--- src/dcache_pkg.sv ---
`default_nettype none

package dcache_pkg;

    // geometry of the 1 KB two-way cache
    localparam int LINE_BYTES = 32;
    localparam int SET_COUNT  = 16;
    localparam int WAY_COUNT  = 2;
    localparam int BEAT_COUNT = 4;

    // address split: tag | index | offset
    localparam int OFFSET_W = 5;
    localparam int INDEX_W  = 4;
    localparam int TAG_W    = 23;

    typedef logic [31:0]               addr_t;
    typedef logic [63:0]               word_t;
    typedef logic [7:0]                wmask_t;
    typedef logic [LINE_BYTES*8-1:0]   line_t;
    typedef logic [LINE_BYTES-1:0]     line_mask_t;
    typedef logic [TAG_W-1:0]          tag_t;
    typedef logic [INDEX_W-1:0]        index_t;
    typedef logic [OFFSET_W-1:0]       offset_t;
    typedef logic [1:0]                beat_t;

    typedef struct packed {
        logic   rd;
        logic   wr;
        addr_t  addr;
        word_t  wdata;
        wmask_t wmask;
    } cpu_req_t;

    // read response beat from memory
    typedef struct packed {
        logic  valid;
        logic  last;
        word_t data;
    } mem_rd_t;

    // write beat towards memory
    typedef struct packed {
        logic  valid;
        logic  last;
        word_t data;
    } mem_wr_t;

endpackage

`default_nettype wire

--- src/dcache_mem_port.sv ---
`timescale 1ns/1ps
`default_nettype none

module dcache_mem_port
    import dcache_pkg::*;
(
    input  logic     I_clk,
    input  logic     I_rst,
    input  cpu_req_t held,
    input  tag_t     victim_tag,
    input  logic     miss_start,
    input  logic     wb_start,
    input  line_t    wb_line,
    input  mem_rd_t  mem_r,
    input  logic     ar_ready,
    input  logic     aw_ready,
    input  logic     w_ready,
    input  logic     b_valid,
    output logic     ar_valid,
    output addr_t    ar_addr,
    output logic     aw_valid,
    output addr_t    aw_addr,
    output mem_wr_t  mem_w,
    output line_t    fill_line,
    output logic     line_ready,
    output logic     wb_done
);

    typedef enum logic [1:0] {WB_IDLE, WB_ADDR, WB_DATA, WB_RESP} wb_state_t;

    wb_state_t wb_state;
    beat_t     beat;

    //////////////////////////////////////////////////
    // refill
    //////////////////////////////////////////////////
    assign ar_addr = {held.addr[31:OFFSET_W], {OFFSET_W{1'b0}}};

    always_ff @(posedge I_clk) begin
        if (I_rst) begin
            ar_valid <= 1'b0;
        end else if (miss_start) begin
            ar_valid <= 1'b1;
        end else if (ar_ready) begin
            ar_valid <= 1'b0;
        end
    end

    // beats arrive lowest first, shift them down from the top
    always_ff @(posedge I_clk) begin
        if (mem_r.valid) begin
            fill_line <= {mem_r.data, fill_line[LINE_BYTES*8-1:64]};
        end
    end

    always_ff @(posedge I_clk) begin
        if (I_rst)
            line_ready <= 1'b0;
        else
            line_ready <= mem_r.valid && mem_r.last;
    end

    //////////////////////////////////////////////////
    // write-back sequencer
    //////////////////////////////////////////////////
    assign aw_valid = wb_state == WB_ADDR;
    assign aw_addr  = {victim_tag, held.addr[OFFSET_W +: INDEX_W], {OFFSET_W{1'b0}}};

    assign mem_w.valid = wb_state == WB_DATA;
    assign mem_w.last  = (wb_state == WB_DATA) && (beat == beat_t'(BEAT_COUNT - 1));
    assign mem_w.data  = wb_line[{beat, 6'd0} +: 64];

    assign wb_done = b_valid && (wb_state == WB_RESP);

    always_ff @(posedge I_clk) begin
        if (I_rst) begin
            wb_state <= WB_IDLE;
            beat     <= '0;
        end else begin
            case (wb_state)
                WB_IDLE: if (wb_start) wb_state <= WB_ADDR;
                WB_ADDR: begin
                    if (aw_ready) begin
                        wb_state <= WB_DATA;
                        beat     <= '0;
                    end
                end
                WB_DATA: begin
                    if (w_ready) begin
                        beat <= beat + 1'b1;
                        if (mem_w.last)
                            wb_state <= WB_RESP;
                    end
                end
                WB_RESP: if (b_valid) wb_state <= WB_IDLE;
                default: wb_state <= WB_IDLE;
            endcase
        end
    end

endmodule

`default_nettype wire

--- config.mk ---
export PLATFORM = sky130hd
export DESIGN_NAME = dcache_mem_port
export DESIGN_NICKNAME = d
export VERILOG_FILES = /design/src/dcache_pkg.sv /design/src/dcache_mem_port.sv
export SDC_FILE = /design/constraint.sdc
export NUM_CORES = 1
export LEC_CHECK = 0
export ABC_AREA = 1
export ABC_CLOCK_PERIOD_IN_PS = 3800
export BUFFER_PORTS_ARGS = -buffer_cell sky130_fd_sc_hd__clkbuf_2
export CAP_MARGIN = 20
export CORE_AREA = 2 2 333 335
export CTS_CLUSTER_DIAMETER = 60
export CTS_CLUSTER_SIZE = 40
export DETAILED_ROUTE_END_ITERATION = 8
export DIE_AREA = 0 0 335 337
export PLACE_DENSITY = 0.3
export SLEW_MARGIN = 20
export SYNTH_ARGS = -nofsm -noshare
export SYNTH_HDL_FRONTEND = slang
export SYNTH_SLANG_ARGS = --single-unit
--- constraint.sdc ---
create_clock -name I_clk -period 3.8 [get_ports I_clk]
set_input_delay 0.19 -clock I_clk [delete_from_list [all_inputs] [get_ports I_clk]]
set_output_delay 0.19 -clock I_clk [all_outputs]
set_load 0.05 [all_outputs]
==> impl_results.md <==
* Setup violators final at 0
* LEAKAGE at roughly 7.0 nW
* Final Skew at 38.56 ps
* Register area share after synthesis at 75.27%
* Hold WS at 83.68 ps
* Largest net degree at the start of global routing at between 100 and 150
* Synth cell types at 20
* Setup crit start kind: register
* DP HPWL at 37,030 um
* Initial antenna violation count at 10
* H-tree depth at 2
* WHS Endpoint: beat[1]$_SDFFE_PP0P_
* M2 GR Usage at 12.76%
* Max transition margin at roughly two fifths
* GR Layer Usage met3 at under 10%
* DRC at 0
* CTS sink count at ~260
* CTS Buffer Depth at 3
* Number of global-route vias before repair at about 8,900
* Max_cap viols at 0
* R2r endpoint: ar_valid$_SDFFE_PP0P_
* Status: finished clean
* Slew Viols, Final at 0
* Worst Path Required at 3610 ps
* First-pass GRT wire length at 62,180 um
* Antenna Nets Post-Route at 0
* Pwr Density at 619.7 nW/um^2
* Max VDD drop at 0.6327 mV
* Post-Synthesis Cells at 743
* Net count reported at finish at approximately 1,900
* Cell taking the most area after synthesis: edfxtp_1
* Met1 global-route usage at 7.651%
* Initial core utilization at 9.464%
* Hold Path Cell Cnt at 6
* Buffers on Ports at 655
* Layout cells sized above 1 at just over 50%
* Synth top area cells: edfxtp_1, nor2_1, buf_4
* RD Place Congestion at 0.8930
* CP Capture Type: primary output
* Core Area at ~110,000 sq um
* Io pins at 849
* Die Y at ~340 um
* Total Routing Usage GR at 7.669%
* Inst Count DP at 2,739
* Peak Freq at 334.0 MHz
* Rows at 122
* Tmin final at roughly 3000 ps
* CP Class: reg2out
* Fin. Hold Viols at 0
* Crit Reg-Reg Startpoint: ar_valid$_SDFFE_PP0P_
* Die area at ~110,000 sq um
* Crit-path max FO at between 50 and 60
* Vias per cell at approximately 3.0
* CTS buffer count at 36
* Synth-to-Final Area Change at 61.98%
* Area fraction of the dominant cell type after synthesis at 74.11%
* Final WL at 46,620 um
* Initial drt markers at 378
* Final Non-Filler Cells at 2,876
* Total grt overflow at 0
* DR vias at 8,725
* Worst Max-Slew Pin Slew at 898.6 ps
* Final Cycle Share at 78.79%
* Pre-antenna DRT Iters at 5
* R2r setup slk at 2030 ps
* Critical Path AT at roughly 2800 ps
* CTS tree: done
* RSZ-0062 raised after global routing: no
* Seq cells post-synth at roughly 260
* Busiest grt layer: met2
* Mean Syn Cell Area at 13.96 sq um
* Synth Cell Area at 10,370 sq um
* Worst Min Path Start: w_ready
* Worst-path clk slew at 50 ps
* Worst R2R Path Depth at 4
* Yosys warns at 0
* Min-delay worst type: in2reg
* Setup_tns at 0 ps
* Routed wire per std cell at 16.21 um
* Root Driver: clkbuf_16
* Clk_lat worst skew at around 580 ps
* Die width at 335 um
[sequential cells by signal, indices dropped and copies added (netlist names)]
signal / flops
fill_line: 256
beat: 2
wb_state: 2
ar_valid: 1
line_ready: 1
[cell type report]
| cell class | instances | area (sq um) |
|---|---|---|
| fillers | 12320 | 92800 |
| flip-flops and latches | 262 | 7812 |
| repair buffers | 736 | 4109 |
| well taps | 1426 | 1784 |
| multi-input cells | 368 | 1768 |
| clock buffers | 39 | 933.4 |
| clock inverters | 24 | 317.8 |
| inverters | 17 | 66.31 |
| diodes | 4 | 10.01 |
[cell usage in the layout (no fill, tap or decap), types with 3 or more instances in the layout]
master	instances
a21oi_1	3
buf_12	3
buf_4	8
bufinv_16	4
clkbuf_16	37
clkbuf_2	654
clkinv_2	3
clkinv_4	3
clkinv_8	3
conb_1	10
dfxtp_1	4
diode_2	4
dlygate4sd3_1	70
edfxtp_1	256
ha_1	6
inv_1	14
inv_6	4
inv_8	3
nand2_1	14
nand3_1	5
nor2_1	137
o21ai_0	83
o21ai_1	45
o22ai_1	64
[worst max-delay path by stage]
stage / start / to / slack (ps) / cells past startpoint
after detailed placement: beat[0]$_SDFFE_PP0P_ / mem_w[10] / 1480 / 5
after CTS: beat[0]$_SDFFE_PP0P_ / mem_w[10] / 850 / 5
after global routing: beat[0]$_SDFFE_PP0P_ / mem_w[10] / 700 / 5
final: beat[1]$_SDFFE_PP0P_ / mem_w[20] / 810 / 4
after floorplan: beat[0]$_SDFFE_PP0P_ / mem_w[21] / 1970 / 5
after global placement: beat[0]$_SDFFE_PP0P_ / mem_w[41] / 1490 / 5
[power by group]
| group | internal (W) | switching [W] | total (W) |
|---|---|---|---|
| clock | 0.00211 | 0.00146 | 0.00357 |
| sequential | 0.00341 | 0.000143 | 0.00356 |
| combinational | 0.000712 | 0.00257 | 0.00328 |
| total | 0.00624 | 0.00417 | 0.0104 |
[synthesized netlist by cell type]
cell,instances
o21ai_0,83
inv_4,1
edfxtp_1,256
ha_1,6
buf_8,1
clkbuf_1,12
nor2_1,137
clkinv_1,2
inv_1,14
o21ai_1,45
buf_6,13
dfxtp_1,6
buf_2,14
nand2_1,14
a21oi_1,3
o211ai_1,1
o22ai_1,64
buf_4,65
conb_1,1
nand3_1,5
[worst max-delay path, cell delays in order (launching register included)]
cell and delay, ps:
dfxtp_2 520, buf_4 480, o21ai_0 360, o22ai_1 470, clkbuf_2 370
[metal layers]
metal | share of wire, % | wire [um] | vias up
li1 | - | - | 4031
met1 | 35 | 16250 | 4063
met2 | 48 | 22290 | 524
met3 | 12 | 5740 | 103
met4 | 4.9 | 2304 | 4
met5 | 0.056 | 26 | -
[cell families after synthesis]
logic type | Yosys count | share of synthesized area [%]
AOI/OAI and AO/OA | 196 | 10.25
adders and majority gates | 6 | 0.7237
buffers and inverters | 122 | 8.010
DFF | 262 | 75.27
other | 1 | 0.03615
and+or+nand+nor | 156 | 5.706
[repair_timing]
item / in CTS / in global routing
endpoints found under the hold margin: 70 / 0
resized for setup: 0 / 0
setup buffers: 0 / 0
hold buffers: 70 / 0
[metrics by stage]
step | cell area (sq um) | power (W) | setup WS (ps) | util (%)
after detailed placement | 14840 | 0.006850 | 1478 | 13.54
after CTS | 16790 | 0.01062 | 854.7 | 15.32
after global routing | 16800 | 0.01088 | 698.5 | 15.32
after global placement | 14840 | 0.006857 | 1491 | 13.54
after floorplan | 10410 | 0.006095 | 1971 | -
final | 16800 | 0.01041 | 805.9 | 15.33
No activity file was read; power rests on OpenSTA's default activity.
