$ cat config.mk
export PLATFORM = sky130hd
export DESIGN_NAME = dcache_req_capture
export DESIGN_NICKNAME = d
export VERILOG_FILES = /design/src/dcache_pkg.sv /design/src/dcache_req_capture.sv
export SDC_FILE = /design/constraint.sdc
export NUM_CORES = 1
export LEC_CHECK = 0
export BUFFER_PORTS_ARGS = -buffer_cell sky130_fd_sc_hd__buf_2
export CELL_PAD_IN_SITES_DETAIL_PLACEMENT = 0
export CELL_PAD_IN_SITES_GLOBAL_PLACEMENT = 2
export CORE_MARGIN = 2
export CORE_UTILIZATION = 28
export DETAILED_ROUTE_END_ITERATION = 12
export GPL_TIMING_DRIVEN = 1
export HOLD_SLACK_MARGIN = 0.15
export PLACE_DENSITY_LB_ADDON = 0.08
export SETUP_SLACK_MARGIN = 0.05
export SYNTH_ARGS = -nofsm -noshare
export SYNTH_HDL_FRONTEND = slang
export SYNTH_SLANG_ARGS = --single-unit
$ cat constraint.sdc
create_clock -name I_clk -period 14.01 [get_ports I_clk]
set_input_delay 1.401 -clock I_clk [delete_from_list [all_inputs] [get_ports I_clk]]
set_output_delay 1.401 -clock I_clk [all_outputs]
set_load 0.05 [all_outputs]
$ cat src/dcache_pkg.sv
`default_nettype none

package dcache_pkg;

    // geometry of the 1 KB two-way cache
    localparam int LINE_BYTES = 32;
    localparam int SET_COUNT  = 16;
    localparam int WAY_COUNT  = 2;
    localparam int BEAT_COUNT = 4;

    // address split: tag | index | offset
    localparam int OFFSET_W = 5;
    localparam int INDEX_W  = 4;
    localparam int TAG_W    = 23;

    typedef logic [31:0]               addr_t;
    typedef logic [63:0]               word_t;
    typedef logic [7:0]                wmask_t;
    typedef logic [LINE_BYTES*8-1:0]   line_t;
    typedef logic [LINE_BYTES-1:0]     line_mask_t;
    typedef logic [TAG_W-1:0]          tag_t;
    typedef logic [INDEX_W-1:0]        index_t;
    typedef logic [OFFSET_W-1:0]       offset_t;
    typedef logic [1:0]                beat_t;

    typedef struct packed {
        logic   rd;
        logic   wr;
        addr_t  addr;
        word_t  wdata;
        wmask_t wmask;
    } cpu_req_t;

    // read response beat from memory
    typedef struct packed {
        logic  valid;
        logic  last;
        word_t data;
    } mem_rd_t;

    // write beat towards memory
    typedef struct packed {
        logic  valid;
        logic  last;
        word_t data;
    } mem_wr_t;

endpackage

`default_nettype wire

$ cat src/dcache_req_capture.sv
`timescale 1ns/1ps
`default_nettype none

module dcache_req_capture
    import dcache_pkg::*;
(
    input  logic     I_clk,
    input  logic     I_rst,
    input  cpu_req_t cpu_req,
    input  logic     ready,
    output cpu_req_t held,
    output tag_t     look_tag,
    output index_t   look_index
);

    logic accept;

    assign accept = ready && (cpu_req.rd || cpu_req.wr);

    // live fields, looked up in the cycle the request shows up
    assign look_tag   = cpu_req.addr[31 -: TAG_W];
    assign look_index = cpu_req.addr[OFFSET_W +: INDEX_W];

    // request register, loaded on acceptance
    always_ff @(posedge I_clk) begin
        if (I_rst) begin
            held.rd <= 1'b0;
            held.wr <= 1'b0;
        end else if (accept) begin
            held <= cpu_req;
        end
    end

endmodule

`default_nettype wire

==> results.sh, run 1 <==
export IMPL_outcome="finished clean"
export IMPL_clk_transition_reported_paths_ps=70
export IMPL_internal_power_uw=588
export IMPL_cts_root_buffer="clkbuf_16"
export IMPL_crit_buf_inv=2
export IMPL_io_buffers=241
export IMPL_drc=0
export IMPL_fin_worst_skew_ps=0
export IMPL_worst_pin_slew_ps=673
export IMPL_largest_reg_flops=106
export IMPL_io_pins=242
export IMPL_first_iter_violations=105
export IMPL_multi_input_area_um2=53.8
export IMPL_grtUsageMet1_pct=11.1
export IMPL_cts_buffers=9
export IMPL_max_stage_delay_ps=250
export IMPL_postSynthCellCount=141
export IMPL_worst_slack_ps=10860
export IMPL_regArea_um2=3160
export IMPL_avgViaCountPerCell=4.03
export IMPL_power_density_nw_per_um2=161
export IMPL_die_w_um=114
export IMPL_postCtsSetupBuffers=0
export IMPL_top_usage_layer="met2"
export IMPL_worst_ep_arrival_time_ps=1750
export IMPL_grt_pass1_wl_mm=10.9
export IMPL_holdBufCountCts=0
export IMPL_dieArea_um2=13100
export IMPL_crit_path_cell_trace="buf_2 -> buf_2"
export IMPL_wl_per_cell_um=14.9
export IMPL_numClockSinks=106
export IMPL_synth_avg_cell_area_um2=24.2
export IMPL_vdd_drop_max_mv=0.106
export IMPL_cts_htree_levels=3
export IMPL_grt_antenna_before_repair=0
export IMPL_p_clk_share_pct=36.9
export IMPL_p_sw_uw=212
export IMPL_cpMostUsedCell="buf_2"
export IMPL_rsz0062_at_grt="no"
export IMPL_met2_usage_pct=19.8
export IMPL_cts_resized=0
export IMPL_final_hold_viol_count=0
export IMPL_grt_max_degree=54
export IMPL_required_ps=12610
export IMPL_drt_pass1_iterations=4
export IMPL_tns_ps=0
export IMPL_layout_nets=477
export IMPL_final_max_slew_viol_count=0
export IMPL_relSlewSlack_pct=55.2
export IMPL_ys_seq_area_share_pct=92.6
export IMPL_crit_type="primary input to output pin"
export IMPL_maxCapViolations=0
export IMPL_setup_viol=0
export IMPL_leakage_nw=2.14
export IMPL_syn_nets=250
export IMPL_gp_congestion=0.709
export IMPL_use_met3_pct=7.99
export IMPL_seq_power_share_pct=46.8
export IMPL_synth_seq_cells=106
export IMPL_period_minus_slack_ps=3150
export IMPL_postRouteAntennaNets=0
export IMPL_synth_distinct_cells=8
export IMPL_yosys_warnings=0
export IMPL_grt_pass1_vias=2017
export IMPL_track_usage_pct=11.7
export IMPL_total_power_uw=800
export IMPL_cp_end_kind="output pin"
export IMPL_critPathLaunchType="primary input"
export IMPL_critPathTopFamily="buffers and inverters"
export IMPL_crit_path_max_fanout=2
export IMPL_drt_wl_total_mm=7.76
export IMPL_syn_area_um2=3410
export IMPL_nFillCells=1115
export IMPL_rows=40
export IMPL_reg_top3="held: 106 flops"
export IMPL_cts_tree="yes"
export IMPL_swShare_pct=26.5
export IMPL_core_area_um2=12000
export IMPL_top_register="held"
export IMPL_clock_latency_ps=340
export IMPL_worstHoldPathType="flop to flop"
export IMPL_clockBufferDepth=2
export IMPL_drive_gt1_share_pct=68.9
export IMPL_grt_ovfl_total=0
export IMPL_final_period_utilization_pct=22.5
export IMPL_die_h_um=114
export IMPL_fmax_ghz=0.318
export IMPL_num_vias=2094
export IMPL_start_util_pct=28.5
export IMPL_syn_to_final_growth_pct=45.8
export IMPL_n_antenna_cell=0
export IMPL_p_comb_share_pct=16.3
export IMPL_critPathSlowestCell="buf_2"
export IMPL_post_place_ws_ps=10620
-- worst paths after layout --
path | end | slack, ps | from | cells past startpoint
worst max-delay path | look_tag[12] | 10860 | cpu_req[93] | 2
worst min-delay path | held[105] | 570 | held[105] | 2
worst max register to register | held[104] | 13290 | held[104] | 2
worst min register to register | held[105] | 570 | held[105] | 2
-- final cells by class --
| class | count | share of cell area [%] |
|---|---|---|
| clock inverters | 7 | 2.64 |
| well taps | 147 | 3.69 |
| clock buffers | 9 | 4.52 |
| repair buffers | 243 | 24.5 |
| multi-input cells | 8 | 1.08 |
| flip-flops and latches | 106 | 63.5 |
-- stage by stage --
stage / utilization, % / hold WS (ps) / cell area [µm²] / instances
6_report: 41.6 / 573 / 4980 / 520
5_1_grt: 41.6 / 605 / 4980 / 520
3_3_place_gp: 38.6 / 567 / 4620 / 504
3_5_place_dp: 38.6 / 561 / 4620 / 504
2_1_floorplan: - / 796 / 3410 / 141
4_1_cts: 41.6 / 579 / 4980 / 520
-- placed cells by master, fill, tap and decap left out --
cell	instances
buf_2	241
edfxtp_1	104
clkbuf_16	9
bufinv_16	4
clkinv_1	3
nand2_1	2
a21bo_1	2
a21oi_1	2
dfxtp_1	2
buf_4	2
nor2_1	1
nor3b_2	1
-- synthesized netlist by cell type (all sizes together) --
master,number,share of area (%)
edfxtp,104,91
buf,27,5.9
a21bo,2,0.59
a21oi,2,0.29
dfxtp,2,1.2
nand2,2,0.22
nor2,1,0.11
nor3b,1,0.22
-- power by group through the flow --
stage               combinational (mW)  sequential [mW]  clock [mW]
global placement                 0.131            0.382           0
floorplan                       0.0256            0.456           0
global route                     0.135            0.377       0.317
finish                           0.130            0.375       0.295
CTS                              0.131            0.375       0.307
detailed placement               0.131            0.382           0
-- logic make-up (layout without fill, tap and decap cells) --
kind of cell / count (synthesis) / count (layout) / share of synthesized area, %
AOI/OAI and AO/OA: 4 / 4 / 0.879
and+or+nand+nor: 4 / 4 / 0.550
buffers and inverters: 27 / 259 / 5.94
DFF: 106 / 106 / 92.6
-- layer usage --
metal | wire [µm] | share of wire [%]
met5 | 0 | 0
met2 | 4060 | 52
met3 | 991 | 13
met4 | 129 | 1.7
met1 | 2580 | 33
Power figures use the tool's default switching activity.
==> inputs of run 2 (changes only) <==
- ABC_AREA: unset -> 1
- CORE_UTILIZATION: 28 -> 23
- clock period: 14.01 -> 2.6 ns (I/O delays scaled with it)
==> results.sh, run 2 <==
export IMPL_crit_path_max_fanout=32
export IMPL_largest_reg_flops=106
export IMPL_avgViaCountPerCell=3.69
export IMPL_syn_to_final_growth_pct=79.4
export IMPL_holdBufCountCts=105
export IMPL_place_hpwl_mm=6.46
export IMPL_grt_max_degree=33
export IMPL_io_pins=242
export IMPL_drc=0
export IMPL_outcome="finished clean"
export IMPL_top_layer="met4"
export IMPL_critPathLaunchType="primary input"
export IMPL_swShare_pct=28.8
export IMPL_die_w_um=126
export IMPL_postRouteAntennaNets=0
export IMPL_cts_htree_levels=3
export IMPL_synth_most_common_cell="edfxtp_1"
export IMPL_clock_latency_ps=340
export IMPL_wl_met3_um=876
export IMPL_p_sw_mw=1.27
export IMPL_syn_area_um2=3400
export IMPL_relSlewSlack_pct=63.7
export IMPL_final_hold_viol_count=0
export IMPL_internal_power_mw=3.13
export IMPL_rows=44
export IMPL_drt_pass1_iterations=4
export IMPL_clockBufferDepth=2
export IMPL_worst_pin_slew_ps=544
export IMPL_start_util_pct=23.5
export IMPL_total_power_mw=4.40
export IMPL_top_register="held"
export IMPL_crit_type="primary input to flop"
export IMPL_rsz0062_at_grt="no"
export IMPL_power_density_nw_per_um2=722
export IMPL_wl_per_cell_um=13.7
export IMPL_cp_end_kind="flop"
export IMPL_period_minus_slack_ps=1660
export IMPL_cts_root_buffer="clkbuf_16"
export IMPL_synth_edf_count=104
export IMPL_vdd_drop_max_mv=0.302
export IMPL_met2_length_mm=4.52
export IMPL_numClockSinks=106
export IMPL_final_core_util_pct=42.1
export IMPL_r2r_start="held[104]"
export IMPL_dieArea_um2=15800
export IMPL_required_ps=2640
export IMPL_layout_common_cells="241 x buf_2, 105 x dlygate4sd3_1, 104 x edfxtp_1, 9 x clkbuf_16, 4 x buf_12"
export IMPL_hold_ws_ps=231
export IMPL_clk_transition_reported_paths_ps=70
export IMPL_track_usage_pct=11.5
export IMPL_ys_seq_area_share_pct=93.1
export IMPL_fin_worst_skew_ps=0
export IMPL_num_vias=2451
export IMPL_drt_wl_total_mm=9.11
export IMPL_hp_start="cpu_req[104]"
export IMPL_postCtsSetupBuffers=0
export IMPL_setup_viol=0
export IMPL_leakage_nw=2.57
export IMPL_die_h_um=126
export IMPL_grt_pass1_wl_mm=13.8
export IMPL_synth_distinct_cells=5
export IMPL_fmax_ghz=0.604
export IMPL_layout_nets=584
export IMPL_drive_gt1_share_pct=54.4
export IMPL_wl_met1_mm=3.48
export IMPL_p_clk_share_pct=32.1
export IMPL_dp_cells=543
export IMPL_core_area_um2=14500
export IMPL_seq_power_share_pct=46.5
export IMPL_p_comb_share_pct=21.3
export IMPL_synth_main_ff_cell="edfxtp_1"
export IMPL_postSynthCellCount=140
export IMPL_synth_avg_cell_area_um2=24.3
export IMPL_grt_pass1_vias=2581
export IMPL_worstHoldPathType="primary input to flop"
export IMPL_ys_async_sr_fraction_pct=0
export IMPL_grt_ovfl_total=0
export IMPL_synth_seq_cells=106
export IMPL_cts_buffers=9
export IMPL_yosys_warnings=0
export IMPL_cts_tree="yes"
export IMPL_synth_top_area_share_pct=92.0
export IMPL_gp_congestion=0.688
export IMPL_yosys_top_cells_count="104 x edfxtp_1, 27 x buf_4, 4 x nand2_1"
export IMPL_reg_top3="held: 106 flops"
export IMPL_grt_antenna_before_repair=0
export IMPL_tns_ps=0
export IMPL_n_antenna_cell=0
export IMPL_final_common_cell="buf_2"
export IMPL_syn_nets=249
export IMPL_synth_largest_area_cell="edfxtp_1"
export IMPL_cts_resized=0
export IMPL_maxCapViolations=0
export IMPL_first_iter_violations=64
export IMPL_final_max_slew_viol_count=0
export IMPL_ys_top_cells_by_area="edfxtp_1 92%, buf_4 6.0%, dfxtp_1 1.2%"
export IMPL_final_period_utilization_pct=63.7
export IMPL_io_buffers=241
export IMPL_cp_startpoint="I_rst"
export IMPL_worst_ep_arrival_time_ps=1690
export IMPL_layoutNonFillerInstCount=664
[run 2: cell types whose count changed after synthesis, sizes merged]
| cell | before | now |
|---|---|---|
| a21bo | 2 | 0 |
| nor3b | 1 | 0 |
| a21oi | 2 | 3 |
| nor2 | 1 | 0 |
| nand2 | 2 | 4 |
[run 2: metal layers]
layer | vias up | GRT usage, %
li1 | 1178 | -
met1 | 1109 | 12.7
met2 | 149 | 19.5
met3 | 15 | 4.07
met4 | 0 | 5.75
met5 | - | 0
[run 2: area by class of cell]
type	instances	area, µm²
flip-flops and latches	106	3160
fillers	1366	8390
clock inverters	5	78.8
well taps	184	230
repair buffers	351	2340
clock buffers	11	233
multi-input cells	7	43.8
[run 2: final timing paths]
kind | to | slack (ps) | cells past startpoint
worst min register to register | held[105] | 460 | 2
worst min-delay path | held[104] | 230 | 3
worst max-delay path | held[95] | 940 | 4
worst max register to register | held[104] | 2020 | 2
[run 2: through the flow]
stage | setup slack (ps) | cell area, µm²
floorplan | 59.8 | 3410
global placement | 978 | 4730
detailed placement | 978 | 4730
CTS | 933 | 6090
global route | 875 | 6090
finish | 944 | 6090
[run 2: kinds of logic after synthesis]
group / synth area share [%]
flops: 93.1
buf+inv: 5.97
simple gates: 0.442
compound gates: 0.442
[run 2: worst max-delay path, cell delays in order]
cell and delay [ps]:
dlygate4sd3_1 540, buf_2 150, a21oi_4 440, buf_12 270
[run 2: power groups by stage]
| stage | clock, mW | sequential, mW | combinational, mW |
|---|---|---|---|
| after floorplan | 0 | 2.54 | 0.143 |
| after global placement | 0 | 2.08 | 0.822 |
| after detailed placement | 0 | 2.09 | 0.820 |
| after CTS | 1.47 | 2.05 | 0.947 |
| after global routing | 1.53 | 2.06 | 0.979 |
| final | 1.41 | 2.05 | 0.939 |
