File: config.mk
export PLATFORM = sky130hd
export DESIGN_NAME = dcache_ctrl_fsm
export DESIGN_NICKNAME = d
export VERILOG_FILES = /design/src/dcache_pkg.sv /design/src/dcache_ctrl_fsm.sv
export SDC_FILE = /design/constraint.sdc
export NUM_CORES = 1
export LEC_CHECK = 0
export BUFFER_PORTS_ARGS = -buffer_cell sky130_fd_sc_hd__buf_2
export CAP_MARGIN = 25
export CORE_AREA = 4 4 428 430
export CTS_CLUSTER_DIAMETER = 150
export CTS_CLUSTER_SIZE = 28
export DETAILED_ROUTE_END_ITERATION = 12
export DIE_AREA = 0 0 432 434
export HOLD_SLACK_MARGIN = 0.1
export PLACE_DENSITY_LB_ADDON = 0.15
export SYNTH_ARGS = -nofsm -noshare
export SYNTH_HDL_FRONTEND = slang
export SYNTH_SLANG_ARGS = --single-unit
File: constraint.sdc
create_clock -name I_clk -period 10.1 [get_ports I_clk]
set_clock_uncertainty 0.05 [all_clocks]
set_input_delay 0.505 -clock I_clk [delete_from_list [all_inputs] [get_ports I_clk]]
set_output_delay 0.505 -clock I_clk [all_outputs]
set_load 0.05 [all_outputs]
File: src/dcache_pkg.sv
`default_nettype none

package dcache_pkg;

    // geometry of the 1 KB two-way cache
    localparam int LINE_BYTES = 32;
    localparam int SET_COUNT  = 16;
    localparam int WAY_COUNT  = 2;
    localparam int BEAT_COUNT = 4;

    // address split: tag | index | offset
    localparam int OFFSET_W = 5;
    localparam int INDEX_W  = 4;
    localparam int TAG_W    = 23;

    typedef logic [31:0]               addr_t;
    typedef logic [63:0]               word_t;
    typedef logic [7:0]                wmask_t;
    typedef logic [LINE_BYTES*8-1:0]   line_t;
    typedef logic [LINE_BYTES-1:0]     line_mask_t;
    typedef logic [TAG_W-1:0]          tag_t;
    typedef logic [INDEX_W-1:0]        index_t;
    typedef logic [OFFSET_W-1:0]       offset_t;
    typedef logic [1:0]                beat_t;

    typedef struct packed {
        logic   rd;
        logic   wr;
        addr_t  addr;
        word_t  wdata;
        wmask_t wmask;
    } cpu_req_t;

    // read response beat from memory
    typedef struct packed {
        logic  valid;
        logic  last;
        word_t data;
    } mem_rd_t;

    // write beat towards memory
    typedef struct packed {
        logic  valid;
        logic  last;
        word_t data;
    } mem_wr_t;

endpackage

`default_nettype wire

File: src/dcache_ctrl_fsm.sv
`timescale 1ns/1ps
`default_nettype none

module dcache_ctrl_fsm
    import dcache_pkg::*;
(
    input  logic       I_clk,
    input  logic       I_rst,
    input  cpu_req_t   cpu_req,
    input  cpu_req_t   held,
    input  logic       hit,
    input  logic       hit_way,
    input  logic       pick_way,
    input  logic       victim_dirty,
    input  logic       line_ready,
    input  line_t      fill_line,
    input  logic       wb_done,
    input  line_t      rd_line,
    output logic       ready,
    output logic       rd_valid,
    output word_t      rd_data,
    output logic       wr_done,
    output logic       tag_fill,
    output logic       tag_mark_dirty,
    output logic       tag_clean,
    output index_t     arr_index,
    output logic       arr_way,
    output logic       arr_rd_en,
    output logic       arr_wr_en,
    output line_t      arr_wr_line,
    output line_mask_t arr_wr_mask,
    output logic       miss_start,
    output logic       wb_start,
    output logic       victim_way
);

    typedef enum logic [2:0] {
        S_IDLE, S_RD_HIT, S_WR_HIT, S_MISS, S_REFILL, S_WB, S_ALLOC
    } state_t;

    state_t     state;
    state_t     next_state;
    state_t     prev_state;
    logic       accept;
    logic       way_q;
    offset_t    live_off;
    offset_t    held_off;
    line_mask_t held_mask;
    line_t      line_buf;
    line_t      out_line;

    // byte enables of one 64-bit word inside a line
    function automatic line_mask_t word_mask(input beat_t b, input wmask_t m);
        return line_mask_t'(m) << {b, 3'b000};
    endfunction

    function automatic line_t merge_line(input line_t base, input word_t data,
                                         input line_mask_t mask);
        line_t res;
        res = base;
        for (int i = 0; i < LINE_BYTES; i++) begin
            if (mask[i]) begin
                res[i*8 +: 8] = data[(i % 8)*8 +: 8];
            end
        end
        return res;
    endfunction

    assign live_off  = cpu_req.addr[OFFSET_W-1:0];
    assign held_off  = held.addr[OFFSET_W-1:0];
    assign held_mask = (held.wr && !held.rd) ? word_mask(held_off[4:3], held.wmask) : '0;

    assign ready  = (state == S_IDLE) || (state == S_RD_HIT) || (state == S_WR_HIT);
    assign accept = ready && (cpu_req.rd || cpu_req.wr);

    //////////////////////////////////////////////////
    // state machine
    //////////////////////////////////////////////////
    always_ff @(posedge I_clk) begin
        if (I_rst) begin
            state      <= S_IDLE;
            prev_state <= S_IDLE;
        end else begin
            state      <= next_state;
            prev_state <= state;
        end
    end

    always_comb begin
        next_state = state;
        case (state)
            S_IDLE, S_RD_HIT, S_WR_HIT: begin
                if (!accept)
                    next_state = S_IDLE;
                else if (!hit)
                    next_state = S_MISS;
                else
                    next_state = cpu_req.rd ? S_RD_HIT : S_WR_HIT;
            end
            S_MISS:   next_state = S_REFILL;
            S_REFILL: if (line_ready) next_state = victim_dirty ? S_WB : S_ALLOC;
            S_WB:     if (wb_done) next_state = S_ALLOC;
            S_ALLOC:  next_state = held.rd ? S_RD_HIT : S_WR_HIT;
            default:  next_state = S_IDLE;
        endcase
    end

    // way chosen at lookup time, kept for the whole miss
    always_ff @(posedge I_clk) begin
        if (I_rst) begin
            way_q <= 1'b0;
        end else if (accept) begin
            way_q <= pick_way;
        end
    end

    // refilled line with the pending cpu write merged in
    always_ff @(posedge I_clk) begin
        if (state == S_REFILL && line_ready) begin
            line_buf <= merge_line(fill_line, held.wdata, held_mask);
        end
    end

    //////////////////////////////////////////////////
    // data array and tag controls
    //////////////////////////////////////////////////
    // hits use the live request, MISS reads out the victim line for write-back
    assign arr_index = accept ? cpu_req.addr[OFFSET_W +: INDEX_W]
                              : held.addr[OFFSET_W +: INDEX_W];
    assign arr_way     = accept ? hit_way : way_q;
    assign arr_rd_en   = (accept && cpu_req.rd && hit) || (state == S_MISS);
    assign arr_wr_en   = (accept && !cpu_req.rd && hit) || (state == S_ALLOC);
    assign arr_wr_line = (state == S_ALLOC) ? line_buf : {BEAT_COUNT{cpu_req.wdata}};
    assign arr_wr_mask = (state == S_ALLOC) ? '1 : word_mask(live_off[4:3], cpu_req.wmask);

    assign tag_fill       = state == S_ALLOC;
    assign tag_mark_dirty = state == S_WR_HIT;
    assign tag_clean      = (state == S_WB) && wb_done;
    assign miss_start     = state == S_MISS;
    assign wb_start       = (state == S_WB) && (prev_state != S_WB);
    assign victim_way     = way_q;

    // cpu answers, right after an allocation the line is still in line_buf
    assign out_line = (prev_state == S_ALLOC) ? line_buf : rd_line;
    assign rd_valid = state == S_RD_HIT;
    assign rd_data  = out_line[{held_off[4:3], 6'd0} +: 64];
    assign wr_done  = state == S_WR_HIT;

endmodule

`default_nettype wire

==> results of run 1 <==
[per-layer routing]
| metal | routed length (um) | part of all wire (%) | global-route usage, % | vias up |
|---|---|---|---|---|
| li1 | - | - | - | 9755 |
| met1 | 58140 | 39 | 17.36 | 10410 |
| met2 | 78660 | 53 | 28.53 | 746 |
| met3 | 8685 | 5.8 | 3.150 | 156 |
| met4 | 3856 | 2.6 | 3.180 | 24 |
| met5 | 165 | 0.11 | 0 | - |
[critical path: stages (launching register included)]
cell,delay [ns]
dfxtp_1,0.57
nor2b_1,0.38
nand2_4,0.45
inv_8,0.57
buf_12,0.36
nand2_1,0.34
nand2_1,0.15
buf_2,0.27
[how the worst min path moves through the flow]
stage | from | endpoint | slack [ns] | cells past startpoint
after CTS | fill_line[239] | line_buf[239] | 0.10 | 2
after global routing | fill_line[79] | line_buf[79] | 0.11 | 2
after global placement | victim_way | victim_way | 0.44 | 2
after floorplan | state[0] | prev_state[0] | 0.47 | 1
after detailed placement | victim_way | victim_way | 0.44 | 2
final | fill_line[239] | line_buf[239] | 0.17 | 2
[where the power goes]
part           switching [mW]  internal, mW
sequential             0.0109          1.21
combinational           0.734         0.306
clock                   0.519         0.334
[state kept, by name, indices dropped and copies added (netlist names)]
register and count:
line_buf 256, prev_state 3, state 3, victim_way 1
[cell type report]
| cell class | instances | area (um2) | area share (%) |
|---|---|---|---|
| multi-input combinational | 1826 | 9693 | 34.68 |
| sequential | 263 | 7828 | 28.00 |
| timing repair buffer | 1201 | 6797 | 24.32 |
| tap | 2370 | 2965 | 10.61 |
| clock buffer | 17 | 425.4 | 1.522 |
| clock inverter | 9 | 128.9 | 0.4611 |
| antenna | 37 | 92.59 | 0.3312 |
| inverter | 4 | 22.52 | 0.08057 |
[layout by cell type, fill, tap and decap left out, types with 4 or more instances in the layout]
cell type / instances
buf_2: 1047
dlygate4sd3_1: 130
mux2_4: 6
a21oi_1: 4
diode_2: 37
clkbuf_16: 17
and4_1: 64
mux2_2: 251
nor2_1: 7
nand2_1: 1172
edfxtp_1: 256
buf_12: 6
buf_4: 18
dfxtp_1: 7
nor2b_1: 6
nand3_1: 257
nand2_2: 32
[metrics by stage]
| step | setup slack [ns] | hold slack [ns] | util, % | total power [mW] |
|---|---|---|---|---|
| floorplan | 2.921 | 0.4723 | - | 1.833 |
| global placement | 5.976 | 0.4435 | 14.47 | 2.261 |
| detailed placement | 6.000 | 0.4418 | 14.47 | 2.259 |
| CTS | 5.305 | 0.1001 | 15.50 | 3.194 |
| global route | 5.044 | 0.1088 | 15.51 | 3.257 |
| finish | 5.271 | 0.1650 | 15.55 | 3.119 |
[cells by family after synthesis]
| group | Yosys count | share of synthesized area [%] |
|---|---|---|
| AO/OA/AOI/OAI | 13 | 0.4640 |
| buffers and inverters | 136 | 3.338 |
| flip-flops | 263 | 43.32 |
| multiplexers | 257 | 16.14 |
| AND/OR/NAND/NOR | 1556 | 36.73 |
==> flow_summary.toml, run 1 <==
[setup_path]
r2r-end = "line_buf[30]"
cp-startpoint = "state[2]"
cp_data_arrival_time_ns = 4.27
critPathMaxFanout = 134
r2r_setup_slack_ns = 7.31
start_kind = "register"
crit_type = "register to output port"
endpoint_kind = "output port"
r2r-start = "state[2]"
cp.required_ns = 9.55
crit_end = "arr_wr_line[219]"
rr_worst_depth = 3

[global_route]
grt_pass1_wl_mm = 195.0
overflow = 0
grt_pass1_vias = 22260
grt_max_degree = 142
grt.total_usage_pct = 15.10
antenna_found_initial = 78

[synthesis]
yosysTopAreaCellShare_pct = 42.55
synth_area_um2 = 18070
synth_common_cells = "nand2_1, nand3_1, edfxtp_1"
synth-main-ff-cell = "edfxtp_1"
ys_seq_elements = 263
async_reset_ff_share_pct = 0
ys_seq_area_share_pct = 43.32
synth_top_area_cell = "edfxtp_1"
syn_avg_cell_area_um2 = 8.120
synth.yosys.warnings = 0
yosys-top-cells-area = "edfxtp_1, nand2_1, mux2_2"
synth.distinct_cells = 33
yosysMostFrequentCell = "nand2_1"
synth_edf_count = 256
syn-num-nets = 2957
synth_cells = 2225

[timing]
final_max_slew_viol_count = 0
tightest_slew_ns = 1.143
fin_crit_sh_pct = 47.81
rsz0062_at_grt = "no"
fmax_mhz = 207.1
hold_viol = 0
setup_tns_ns = 0
min_period_ns = 4.829
setup_viol = 0
slew_headroom_pct = 23.82

[worst_hold_path]
hold_class = "primary input to register"

[clock_tree]
cts_setup_buffers = 0
path_clk_slew_ns = 0.11
clockBufferDepth = 3
cts-root-buf = "clkbuf_16"
clock_latency_ns = 0.57
cts_buffers = 16
clock-sinks = 263
cts_tree = "built"
ctsResizeCount = 0
cts_max_level = 1
postCtsHoldBufs = 130

[layout]
drive_gt1_share_pct = 42.11
fillers = 20860
finalInstanceArea_um2 = 27950
fin_cells = 5727
fin_nets = 4044
area_growth_pct = 54.71

[power_and_ir_drop]
ir_drop_mv = 0.09872
power.leakage_nw = 11.98
powerDensity_nw_per_um2 = 111.6

[placed_design]
dpl.cell_count = 5534
gp_congestion = 0.8885
dp_hpwl_mm = 120.7
detailed_place.area_um2 = 26000
port_buffers = 1047

[routing]
first_pass_iters = 5
dr_total_vias = 21090
drc = 0
drt_iter0_drc = 1163
totalWireLength_mm = 149.5
drtAntennaViolNets = 0
via_per_inst = 3.683
routedWlPerCell_um = 26.11

[outcome]
status = "finished, final reports clean"

[die]
row_count = 156
io_pins = 1100
fp.dieH_um = 434
coreArea_um2 = 179800
die_area_um2 = 187500
die_x_um = 432
start_util_pct = 10.05

[flow_run]
cap_violations = 0
(Power assumes the default switching activity.)
==> run 2: changes to the inputs <==
==> constraint.sdc (replaced) <==
create_clock -name I_clk -period 3.88 [get_ports I_clk]
set_clock_uncertainty 0.05 [all_clocks]
set_input_delay 0.194 -clock I_clk [delete_from_list [all_inputs] [get_ports I_clk]]
set_output_delay 0.194 -clock I_clk [all_outputs]
set_load 0.05 [all_outputs]
==> run 2 against run 1 <==
Against the previous run: sequential cell count did not move; global-route usage increased by 0.069 points; combinational power increased to 3.0 times the previous value; critical path depth stayed put; clock-buffer cell count up 1; design area grew 16%; clock power rose to 2.6 times the previous value; setup slack got worse by 4.8 ns; sequential share of layout area shrank 3.8 points; first-iteration DRC count up 32%.
==> flow_summary.toml, run 2 (synthesis gave the netlist of run 1 again) <==
[clock_tree]
cts_tree = "built"
clock_latency_ns = 0.60
cts_buffers = 16
clock-sinks = 263
cts-root-buf = "clkbuf_16"
cts_max_level = 1
path_clk_slew_ns = 0.12
clockBufferDepth = 3

[layout]
top_regs = "line_buf: 256 flops, prev_state: 3 flops, state: 3 flops"
area_growth_pct = 79.01
top_register = "line_buf"
drive_gt1_share_pct = 38.40
fillers = 20770
final_common_cell = "nand2_1"
fin_nets = 4482
layout_common_cells = "nand2_1, buf_2, dlygate4sd3_1"
largest_reg_flops = 256

[placed_design]
port_buffers = 1047
dp_hpwl_mm = 124.9
gp_congestion = 0.8782
post-place-ws_ns = 1.152

[routing]
drc = 0
drtAntennaViolNets = 0
first_pass_iters = 5
routedWlPerCell_um = 24.49
totalWireLength_mm = 151.0
drt_iter0_drc = 1539
dr_total_vias = 22810
via_per_inst = 3.702

[timing]
fmax_mhz = 295.3
hold_viol = 0
setup_tns_ns = 0
slew_headroom_pct = 31.10
fin_ws_ns = 0.4931
final_max_slew_viol_count = 0
holdWs_ns = 0.3460
setup_viol = 0
min_period_ns = 3.387
rsz0062_at_grt = "no"
tightest_slew_ns = 1.031
fin_crit_sh_pct = 87.29

[global_route]
overflow = 0
grt.total_usage_pct = 15.16
grt_pass1_wl_mm = 197.6
grt_max_degree = 75
grt_pass1_vias = 23790
antenna_found_initial = 86

[setup_path]
endpoint_kind = "output port"
cp_data_arrival_time_ns = 3.14
rr_worst_depth = 6
cp.required_ns = 3.64
critPathMaxFanout = 66
crit_type = "register to output port"
start_kind = "register"

[die]
start_util_pct = 10.05
die_x_um = 432
die_area_um2 = 187500
coreArea_um2 = 179800
io_pins = 1100
fp.dieH_um = 434
row_count = 156

[power_and_ir_drop]
power.leakage_nw = 13.91
powerDensity_nw_per_um2 = 261.4
ir_drop_mv = 0.2812

[outcome]
status = "finished, final reports clean"

[worst_hold_path]
hold_class = "primary input to register"
holdPathStages = 3

[flow_run]
cap_violations = 0
run 2: changes by cell type in the layout (fill, tap and decap cells not counted), sizes merged:
cell	before	now
buf	1071	1117
clkbuf	17	18
clkinv	3	4
diode	37	33
dlygate4sd3	130	522
run 2: worst max-delay path, stage by stage (launching register included):
cell	delay (ns)
dfxtp_1	0.53
nor2b_1	0.38
nand2_4	0.13
inv_8	0.46
buf_12	0.29
nand2_1	0.08
nand2_1	0.20
buf_2	0.32
run 2: layout make-up:
type                       count  area [um2]  area share, %
antenna                       33       82.58         0.2553
clock buffer                  18       429.2          1.327
clock inverter                10       118.9         0.3675
inverter                       4       22.52        0.06964
multi-input combinational   1826        9693          29.97
sequential                   263        7828          24.20
tap                         2370        2965          9.169
timing repair buffer        1639       11200          34.64
run 2: path summary, 6_finish.rpt:
check	startpoint	endpoint	slack [ns]
setup / recovery	state[2]	arr_wr_line[73]	0.49
hold / removal	I_rst	state[2]	0.35
setup reg to reg	state[1]	state[1]	1.12
hold reg to reg	state[0]	prev_state[0]	0.53
run 2: layer usage:
metal  up-vias  routed length [um]  GRT usage (%)
met3       183                9086          3.051
li1      10630                   -              -
met5         -                 264              0
met4        42                3961          3.692
met2       831               77880          27.88
met1     11130               59770          17.94
run 2: timing repair:
item	CTS	global route
resized for setup	0	0
endpoints found under the hold margin	279	0
hold buffers	522	0
buffers inserted	0	0
run 2: through the flow:
step	instances	area (um2)	power (mW)	util (%)
floorplan	2225	18070	4.763	-
global placement	5580	26490	5.891	14.73
detailed placement	5580	26490	5.887	14.73
CTS	6130	32260	8.659	17.95
global route	6147	32300	8.856	17.97
finish	6163	32340	8.454	17.99
run 2: power by group:
part | internal [mW] | switching (mW)
combinational | 1.10 | 1.98
clock | 0.871 | 1.32
sequential | 3.16 | 0.0286
total | 5.13 | 3.32
